**src/source/md_settings.svh**
```systemverilog
`ifndef MD_SETTINGS_SVH
`define MD_SETTINGS_SVH

// operand and result width
`define MD_XLEN 32

// multiplier bits consumed per step, two booth digits
`define MD_MUL_BITS_PER_STEP 4

// quotient bits produced per step
`define MD_DIV_BITS_PER_STEP 2

// edges from accept to resp_valid: load, steps, finish
`define MD_MUL_LATENCY (2 + `MD_XLEN / `MD_MUL_BITS_PER_STEP)
`define MD_DIV_LATENCY (2 + `MD_XLEN / `MD_DIV_BITS_PER_STEP)

// zero divisor skips the steps
`define MD_DIV_ZERO_LATENCY 2

`endif

```
**src/source/md_pkg.sv**
```systemverilog
`include "md_settings.svh"

package md_pkg;

   // one data word
   typedef logic [`MD_XLEN-1:0] md_word_t;

   typedef enum logic {
      MD_OP_MUL = 1'b0,
      MD_OP_DIV = 1'b1
   } md_op_t;

   // mul: low/high product half, div: quotient/remainder
   typedef enum logic {
      MD_OUT_LO = 1'b0,
      MD_OUT_HI = 1'b1
   } md_out_sel_t;

   // iteration counter, holds up to the divide latency
   typedef logic [$clog2(`MD_DIV_LATENCY + 1)-1:0] md_count_t;

endpackage

```
**src/source/md_operand_if.sv**
```systemverilog
`timescale 1ns/1ps

interface md_operand_if;
   import md_pkg::*;

   md_word_t    x;        // multiplicand / dividend
   md_word_t    y;        // multiplier / divisor
   logic        x_signed;
   logic        y_signed;
   md_op_t      op;
   md_out_sel_t out_sel;

   modport producer (
      output x,
      output y,
      output x_signed,
      output y_signed,
      output op,
      output out_sel
   );

   modport consumer (
      input x,
      input y,
      input x_signed,
      input y_signed,
      input op,
      input out_sel
   );

endinterface

```
**src/source/md_ctrl_if.sv**
```systemverilog
`timescale 1ns/1ps

interface md_ctrl_if;
   import md_pkg::*;

   logic     load;    // one cycle, first after accept
   logic     step;    // once per iteration
   logic     finish;  // last cycle
   md_word_t result;  // held until next load

   modport sequencer (
      output load,
      output step,
      output finish,
      input  result
   );

   modport datapath (
      input  load,
      input  step,
      input  finish,
      output result
   );

endinterface

```
**src/source/md_request_stage.sv**
```systemverilog
`timescale 1ns/1ps

module md_request_stage (
   input  logic                clk,
   input  logic                accept,
   input  md_pkg::md_word_t    req_in_1,
   input  md_pkg::md_word_t    req_in_2,
   input  logic                req_in_1_signed,
   input  logic                req_in_2_signed,
   input  md_pkg::md_op_t      req_op,
   input  md_pkg::md_out_sel_t req_out_sel,
   md_operand_if.producer      operands
);

   // captured at the accept edge and held for the whole operation
   always_ff @(posedge clk) begin
      if (accept) begin
         operands.x        <= req_in_1;
         operands.y        <= req_in_2;
         operands.x_signed <= req_in_1_signed;
         operands.y_signed <= req_in_2_signed;
         operands.op       <= req_op;
         operands.out_sel  <= req_out_sel;
      end
   end

endmodule

```
**src/source/md_sequencer.sv**
```systemverilog
`timescale 1ns/1ps
`include "md_settings.svh"

module md_sequencer (
   input  logic             clk,
   input  logic             reset,
   input  logic             req_valid,
   input  md_pkg::md_op_t   req_op,
   output logic             accept,
   output logic             req_ready,
   output logic             resp_valid,
   output md_pkg::md_word_t resp_result,
   md_operand_if.consumer   operands,
   md_ctrl_if.sequencer     mul_ctrl,
   md_ctrl_if.sequencer     div_ctrl,
   input  logic             zero_divisor
);
   import md_pkg::*;

   localparam md_count_t MUL_LAT = md_count_t'(`MD_MUL_LATENCY);
   localparam md_count_t DIV_LAT = md_count_t'(`MD_DIV_LATENCY);
   // first cycle after load, where a zero divisor is already known
   localparam md_count_t ZERO_CHECK =
      md_count_t'(`MD_DIV_LATENCY - `MD_DIV_ZERO_LATENCY + 1);

   md_count_t cnt;
   logic      busy;
   logic      is_mul;
   logic      first;
   logic      zero_exit;
   logic      finish;
   logic      step;

   assign busy      = (cnt != '0);
   assign req_ready = ~busy;
   assign accept    = req_valid & req_ready;

   assign is_mul    = (operands.op == MD_OP_MUL);
   assign first     = busy & (cnt == (is_mul ? MUL_LAT : DIV_LAT));
   assign zero_exit = busy & ~is_mul & zero_divisor & (cnt == ZERO_CHECK);
   assign finish    = busy & ((cnt == md_count_t'(1)) | zero_exit);
   assign step      = busy & ~first & ~finish;

   // strobes go to the datapath that runs
   assign mul_ctrl.load   = first & is_mul;
   assign mul_ctrl.step   = step & is_mul;
   assign mul_ctrl.finish = finish & is_mul;

   assign div_ctrl.load   = first & ~is_mul;
   assign div_ctrl.step   = step & ~is_mul;
   assign div_ctrl.finish = finish & ~is_mul;

   always_ff @(posedge clk) begin
      if (reset) begin
         cnt        <= '0;
         resp_valid <= 1'b0;
      end else begin
         resp_valid <= finish;  // one cycle, with req_ready back high
         if (accept) begin
            cnt <= (req_op == MD_OP_MUL) ? MUL_LAT : DIV_LAT;
         end else if (finish) begin
            cnt <= '0;          // also ends the short divide
         end else if (busy) begin
            cnt <= cnt - 1'b1;
         end
      end
   end

   assign resp_result = is_mul ? mul_ctrl.result : div_ctrl.result;

endmodule

```
**src/source/booth_multiplier.sv**
```systemverilog
`timescale 1ns/1ps
`include "md_settings.svh"

module booth_multiplier (
   input  logic           clk,
   md_operand_if.consumer operands,
   md_ctrl_if.datapath    ctrl
);
   import md_pkg::*;

   localparam int XLEN   = `MD_XLEN;
   localparam int BITS   = `MD_MUL_BITS_PER_STEP;
   localparam int DIGITS = BITS / 2;
   localparam int PW     = 2 * XLEN + 2;  // accumulator width
   localparam int MW     = XLEN + 2;      // multiplier with sign and guard bit

   logic [PW-1:0] sum_q;
   logic [PW-1:0] carry_q;
   logic [PW-1:0] mcand_q;   // moves left with each step
   logic [MW-1:0] mplr_q;    // moves right with each step
   logic [PW-1:0] step_s;
   logic [PW-1:0] step_c;
   logic [PW-1:0] fin_s;
   logic [PW-1:0] fin_c;
   logic [PW-1:0] product;

   // one booth digit added into sum/carry, negation +1 goes to carry bit 0
   function automatic logic [2*PW-1:0] booth_csa(
      input logic [PW-1:0] s,
      input logic [PW-1:0] c,
      input logic [2:0]    d,
      input logic [PW-1:0] m
   );
      logic [PW-1:0] pp;
      logic [PW-1:0] maj;
      logic          neg;
      case (d)
         3'b001, 3'b010: pp = m;
         3'b011:         pp = m << 1;
         3'b100:         pp = ~(m << 1);
         3'b101, 3'b110: pp = ~m;
         default:        pp = '0;
      endcase
      neg = d[2] & ~(d[1] & d[0]);
      maj = (s & c) | (c & pp) | (s & pp);
      return {s ^ c ^ pp, maj[PW-2:0], neg};
   endfunction

   always_comb begin
      step_s = sum_q;
      step_c = carry_q;
      for (int i = 0; i < DIGITS; i++) begin
         {step_s, step_c} = booth_csa(step_s, step_c, mplr_q[2*i +: 3], mcand_q << (2*i));
      end
   end

   // leftover digit: +x*2^32 for an unsigned multiplier with msb set, else zero
   assign {fin_s, fin_c} = booth_csa(sum_q, carry_q, mplr_q[2:0], mcand_q);
   assign product = fin_s + fin_c;

   always_ff @(posedge clk) begin
      if (ctrl.load) begin
         sum_q   <= '0;
         carry_q <= '0;
         mcand_q <= {{(PW-XLEN){operands.x_signed & operands.x[XLEN-1]}}, operands.x};
         mplr_q  <= {operands.y_signed & operands.y[XLEN-1], operands.y, 1'b0};
      end else if (ctrl.step) begin
         sum_q   <= step_s;
         carry_q <= step_c;
         mcand_q <= mcand_q << BITS;
         mplr_q  <= {{BITS{mplr_q[MW-1]}}, mplr_q[MW-1:BITS]};
      end
   end

   always_ff @(posedge clk) begin
      if (ctrl.finish) begin
         ctrl.result <= (operands.out_sel == MD_OUT_HI) ? product[2*XLEN-1:XLEN]
                                                        : product[XLEN-1:0];
      end
   end

endmodule

```
**src/source/radix4_divider.sv**
```systemverilog
`timescale 1ns/1ps
`include "md_settings.svh"

module radix4_divider (
   input  logic           clk,
   md_operand_if.consumer operands,
   md_ctrl_if.datapath    ctrl,
   output logic           zero_divisor
);
   import md_pkg::*;

   localparam int XLEN   = `MD_XLEN;
   localparam int STAGES = `MD_DIV_BITS_PER_STEP;

   md_word_t        dvsr_q;
   md_word_t        rem_q;     // partial remainder
   md_word_t        quo_q;     // dividend bits out at the top, quotient bits in below
   logic            q_neg_q;
   logic            r_neg_q;
   logic            x_neg;
   logic            y_neg;
   md_word_t        x_mag;
   md_word_t        y_mag;
   logic [XLEN:0]   stage_out;
   md_word_t        rem_next;
   md_word_t        quo_next;
   md_word_t        quo_fix;
   md_word_t        rem_fix;

   // shift in one dividend bit, subtract, keep the old value on borrow
   function automatic logic [XLEN:0] restore_stage(
      input md_word_t r,
      input logic     b,
      input md_word_t d
   );
      logic [XLEN+1:0] trial;
      trial = {1'b0, r, b} - {2'b00, d};
      if (trial[XLEN+1]) begin
         return {1'b0, r[XLEN-2:0], b};
      end else begin
         return {1'b1, trial[XLEN-1:0]};
      end
   endfunction

   assign x_neg = operands.x_signed & operands.x[XLEN-1];
   assign y_neg = operands.y_signed & operands.y[XLEN-1];
   assign x_mag = x_neg ? ~operands.x + 1'b1 : operands.x;
   assign y_mag = y_neg ? ~operands.y + 1'b1 : operands.y;

   always_comb begin
      rem_next  = rem_q;
      quo_next  = quo_q;
      stage_out = '0;
      for (int i = 0; i < STAGES; i++) begin
         stage_out = restore_stage(rem_next, quo_next[XLEN-1], dvsr_q);
         rem_next  = stage_out[XLEN-1:0];
         quo_next  = {quo_next[XLEN-2:0], stage_out[XLEN]};
      end
   end

   always_ff @(posedge clk) begin
      if (ctrl.load) begin
         rem_q        <= '0;
         quo_q        <= x_mag;
         dvsr_q       <= y_mag;
         q_neg_q      <= x_neg ^ y_neg;
         r_neg_q      <= x_neg;                // remainder follows the dividend
         zero_divisor <= (operands.y == '0);
      end else if (ctrl.step) begin
         rem_q <= rem_next;
         quo_q <= quo_next;
      end
   end

   // -2^31 / -1 comes out of the magnitude path as 0x80000000, rem 0
   assign quo_fix = q_neg_q ? ~quo_q + 1'b1 : quo_q;
   assign rem_fix = r_neg_q ? ~rem_q + 1'b1 : rem_q;

   always_ff @(posedge clk) begin
      if (ctrl.finish) begin
         if (zero_divisor) begin
            ctrl.result <= (operands.out_sel == MD_OUT_HI) ? operands.x : '1;
         end else begin
            ctrl.result <= (operands.out_sel == MD_OUT_HI) ? rem_fix : quo_fix;
         end
      end
   end

endmodule

```
**src/source/vscale_mul_div.sv**
```systemverilog
`timescale 1ns/1ps

module vscale_mul_div (
   input  logic                clk,
   input  logic                reset,
   input  logic                req_valid,
   output logic                req_ready,
   input  logic                req_in_1_signed,
   input  logic                req_in_2_signed,
   input  md_pkg::md_op_t      req_op,
   input  md_pkg::md_out_sel_t req_out_sel,
   input  md_pkg::md_word_t    req_in_1,
   input  md_pkg::md_word_t    req_in_2,
   output logic                resp_valid,
   output md_pkg::md_word_t    resp_result
);

   logic accept;
   logic zero_divisor;

   md_operand_if operands ();
   md_ctrl_if    mul_ctrl ();
   md_ctrl_if    div_ctrl ();

   md_request_stage u_request_stage (
      .clk             (clk),
      .accept          (accept),
      .req_in_1        (req_in_1),
      .req_in_2        (req_in_2),
      .req_in_1_signed (req_in_1_signed),
      .req_in_2_signed (req_in_2_signed),
      .req_op          (req_op),
      .req_out_sel     (req_out_sel),
      .operands        (operands.producer)
   );

   md_sequencer u_sequencer (
      .clk          (clk),
      .reset        (reset),
      .req_valid    (req_valid),
      .req_op       (req_op),
      .accept       (accept),
      .req_ready    (req_ready),
      .resp_valid   (resp_valid),
      .resp_result  (resp_result),
      .operands     (operands.consumer),
      .mul_ctrl     (mul_ctrl.sequencer),
      .div_ctrl     (div_ctrl.sequencer),
      .zero_divisor (zero_divisor)
   );

   booth_multiplier u_booth_multiplier (
      .clk      (clk),
      .operands (operands.consumer),
      .ctrl     (mul_ctrl.datapath)
   );

   radix4_divider u_radix4_divider (
      .clk          (clk),
      .operands     (operands.consumer),
      .ctrl         (div_ctrl.datapath),
      .zero_divisor (zero_divisor)
   );

endmodule

```
**config.mk**
```make
export PLATFORM = sky130hd
export DESIGN_NAME = vscale_mul_div
export DESIGN_NICKNAME = d
export VERILOG_FILES = /design/src/source/md_pkg.sv /design/src/source/md_operand_if.sv /design/src/source/md_ctrl_if.sv /design/src/source/md_request_stage.sv /design/src/source/md_sequencer.sv /design/src/source/booth_multiplier.sv /design/src/source/radix4_divider.sv /design/src/source/vscale_mul_div.sv
export VERILOG_INCLUDE_DIRS = /design/src /design/src/source
export SDC_FILE = /design/constraint.sdc
export NUM_CORES = 2
export LEC_CHECK = 0
export ABC_CLOCK_PERIOD_IN_PS = 11600
export BUFFER_PORTS_ARGS = -buffer_cell sky130_fd_sc_hd__buf_2
export CORE_ASPECT_RATIO = 0.8
export CORE_UTILIZATION = 59
export CTS_BUF_LIST = sky130_fd_sc_hd__clkbuf_4 sky130_fd_sc_hd__clkbuf_8
export DETAILED_ROUTE_END_ITERATION = 8
export PLACE_DENSITY = 0.88
export REMOVE_ABC_BUFFERS = 1
export SKIP_CTS_REPAIR_TIMING = 1
export SLEW_MARGIN = 20
export SYNTH_ARGS = -nofsm -noshare
export SYNTH_HDL_FRONTEND = slang
export SYNTH_SLANG_ARGS = --single-unit
```
**constraint.sdc**
```tcl
create_clock -name clk -period 11.6 [get_ports clk]
set_clock_uncertainty 0.05 [all_clocks]
set_input_delay 0.58 -clock clk [delete_from_list [all_inputs] [get_ports clk]]
set_output_delay 0.58 -clock clk [all_outputs]
set_load 0.02 [all_outputs]
```
==> key figures <==
Setup path
  – Worst path slowest cell: buf_4
  – Crit-path cells: inv_1 -> ha_1 -> nor2b_1 -> o31a_1 -> o211ai_2 -> o31ai_4 -> a21oi_1 -> a21oi_1 -> a21o_1 -> buf_4 -> mux2_2 -> ha_1 -> o211ai_1 -> a21oi_1 -> o41ai_2 -> a311oi_1 -> o2111ai_2 -> a21oi_2 -> o21a_1 -> a2111oi_4 -> buf_4 -> mux2_1 -> o22ai_1
  – Critical Path Max Stage Delay: 0.62 ns
  – CP delay by family, top: compound AO/OA/AOI/OAI gates
  – Worst setup SP type: flop
  – Crit Path Category: reg2reg
  – Crit-path max FO: 49
  – CP bufs+invs: 3
  – Critical Path AT: 8.09 ns
  – Crit. End Element: flop
  – Crit-path most repeated cell: a21oi_1
  – CP Data Required Time: 12.18 ns

Yosys
  – Syn. warnings: 0
  – EDFF count, synth: 296
  – Unique cell type count in the Yosys netlist: 91
  – #FFs+latches synth: 463
  – Xor-xnor portion of the synthesized cell area: 0.0929
  – Avg Cell Area, Syn: 9.30 um2
  – Simple-gate area share of the yosys netlist: 0.127
  – Synth Area in Adders: 0.128
  – Post-synthesis cell area: 0.0333 mm2
  – Synth area leaders: edfxtp_1 (27%), dfxtp_1 (10%), fa_1 (7.8%)
  – Register area share after synthesis: 0.368
  – Async SR Flop Fraction: 0
  – Synth Area in Compound Gates: 0.205
  – Multiplexer area fraction after synthesis: 0.0333
  – Largest family of logic cells by synthesized area: compound AO/OA/AOI/OAI gates
  – Primary FF master, synth: edfxtp_1
  – Post-synth top area share: 0.267
  – Dominant cell type by area after synthesis: edfxtp_1
  – Synth Instances: 3577

GRT
  – Number of global-route vias before repair: 26787
  – GRT Residual Overflow: 0
  – Initial antenna violation count: 4
  – Total track usage: 0.332
  – Largest net degree at the start of global routing: 97
  – First-pass GRT wire length: 150000 um

Final layout
  – Fin nets: 3931
  – Area grow syn2layout: 9.37%
  – Layout cells sized above 1: 0.104

Clocking
  – # clock sinks: 463
  – Root buf cell: clkbuf_8
  – CTS tree: done
  – CTS Buf Count: 79
  – Clk pin slew, worst setup/hold paths: 0.07 ns
  – Clk buf depth: 3
  – CTS H-tree lvls: 3
  – Worst-skew pair later-pin latency: 0.72 ns

Timing
  – Slew margin rel.: 0.233
  – Fmax: 133 MHz
  – Final Max Slew Viols: 0
  – WHS: 0.00827 ns
  – Final period util: 0.647
  – Fin. Hold Viols: 0
  – Setup Viol. Count Final: 0
  – RSZ-0062 raised after global routing: false
  – Worst setup margin: 4.09 ns
  – Setup TNS: 0 ns
  – Shortest period the worst path allows: 7.51 ns
  – Worst-Margin Slew: 1.15 ns

Placement
  – Post-DP HPWL: 66000 um
  – Pre-CTS setup slack: 4.35 ns
  – Buffers on Ports: 104
  – GPL Wtd Cong: 0.987

Die
  – Total core area: 0.0555 mm2
  – Starting Density: 0.600
  – Die area: 0.0574 mm2
  – I/O pins: 105
  – Row count: 77
  – Die W: 268 um
  – Die H: 214 um

Run
  – Max-cap violations: 0

Min path
  – Worst hold path class: in2reg

Drt
  – Routed WL: 96500 um
  – Detail Route met3 WL: 13800 um
  – Antenna viol nets, final: 0
  – Avg WL per Cell: 21.9 um
  – DR vias: 28761
  – Max Used Layer: met5
  – Vias per cell: 6.51
  – Drt pass-1 iters: 7
  – Met2 wire len: 39200 um
  – DRC viols: 0
  – DRT iter0 DRCs: 3936
  – M1 WL: 40400 um

Run status
  – Status: finished, final reports clean
==> kinds of logic after synthesis <==
| logic type | Yosys count |
|---|---|
| compound gates | 1062 |
| xor+xnor | 353 |
| fa+ha+maj | 263 |
| buf+inv | 385 |
| flops | 463 |
| mux | 103 |
| simple gates | 948 |
==> worst reg2reg max path, cell delays in order, from the launching register on <==
cell,delay (ns)
edfxtp_1,0.43
inv_1,0.10
ha_1,0.27
nor2b_1,0.16
o31a_1,0.24
o211ai_2,0.19
o31ai_4,0.45
a21oi_1,0.15
a21oi_1,0.35
a21o_1,0.28
buf_4,0.42
mux2_2,0.44
ha_1,0.34
o211ai_1,0.12
a21oi_1,0.10
o41ai_2,0.56
a311oi_1,0.35
o2111ai_2,0.33
a21oi_2,0.10
o21a_1,0.24
a2111oi_4,0.60
buf_4,0.62
mux2_1,0.41
o22ai_1,0.13
==> cells in the final DEF (no fill, tap or decap), types with 37 or more instances in the layout <==
master / n
a21o_1: 76
a21oi_1: 294
a22oi_1: 145
buf_2: 104
clkbuf_8: 88
dfxtp_1: 167
dlygate4sd3_1: 64
edfxtp_1: 296
fa_1: 129
ha_1: 134
inv_1: 119
mux2_2: 61
mux2i_1: 41
nand2_1: 503
nand3_1: 79
nor2_1: 138
nor3_1: 40
o21ai_0: 261
o31ai_1: 37
xnor2_1: 117
xor2_1: 234
==> per-layer routing <==
metal  global-route usage  vias to the layer above
met1                0.487                    13686
met5               0.0110                        -
met3                0.116                      255
met4                0.110                        4
met2                0.452                     1920
li1                     -                    12896
==> stage by stage <==
stage	cells	util	cell area (um2)
final	4415	0.656	36400
after global routing	4415	0.656	36400
after CTS	4349	0.644	35700
after detailed placement	4201	0.613	34000
after global placement	4201	0.613	34000
after floorplan	3312	-	32200
==> registers in the layout, indices dropped and copies added (netlist names), 5 cells and up <==
signal                          flops
u_request_stage.operands.y         32
u_sequencer.cnt                     5
u_radix4_divider.rem_q             32
u_radix4_divider.dvsr_q            32
u_booth_multiplier.carry_q         64
u_booth_multiplier.ctrl.result     32
u_booth_multiplier.sum_q           64
u_booth_multiplier.mcand_q         64
u_request_stage.operands.x         32
u_booth_multiplier.mplr_q          34
u_radix4_divider.quo_q             32
u_radix4_divider.ctrl.result       32
==> path summary, 6_finish.rpt <==
check,startpoint,to,slack [ns],cells past startpoint
worst max-delay path,u_radix4_divider.dvsr_q[1],u_radix4_divider.rem_q[0],4.09,23
worst min-delay path,req_in_2[6],u_request_stage.operands.y[6],0.008,1
worst max register to register,u_radix4_divider.dvsr_q[1],u_radix4_divider.rem_q[0],4.09,23
worst min register to register,u_booth_multiplier.sum_q[42],u_booth_multiplier.sum_q[42],0.40,2
==> cell usage after synthesis (11+ instances only) <==
cell,n
xnor2_1,117
nand3_1,80
o21a_1,22
clkbuf_2,31
nor3_1,41
and2_1,11
buf_1,30
o211ai_1,14
and3_1,19
a221oi_1,13
mux2_2,61
inv_1,119
o41ai_1,14
o21ai_0,261
o31ai_1,37
ha_1,134
a21o_1,76
fa_1,129
nand2b_1,28
nand2_1,506
a22o_1,28
o311ai_1,19
clkbuf_1,193
nand4_1,27
dfxtp_1,167
nor2b_1,24
nor2_1,143
a31oi_1,17
edfxtp_1,296
o21bai_1,24
or4_1,14
or3_1,15
mux2i_1,41
nor4_1,12
a22oi_1,145
xor2_1,236
a21oi_1,295
a211oi_1,19
==> cell type report <==
type	instances	area (um2)
Fill cell	4339	19100
Multi-Input combinational cell	2729	19600
Inverter	120	455
Clock inverter	38	319
Clock buffer	110	1380
Tap cell	750	938
Sequential cell	463	12200
Antenna cell	1	2.50
Timing Repair Buffer	204	1450
Power is left out: the tool's default activity adds up to more than one toggle a clock period on the data nets, which glitch-free logic cannot reach.
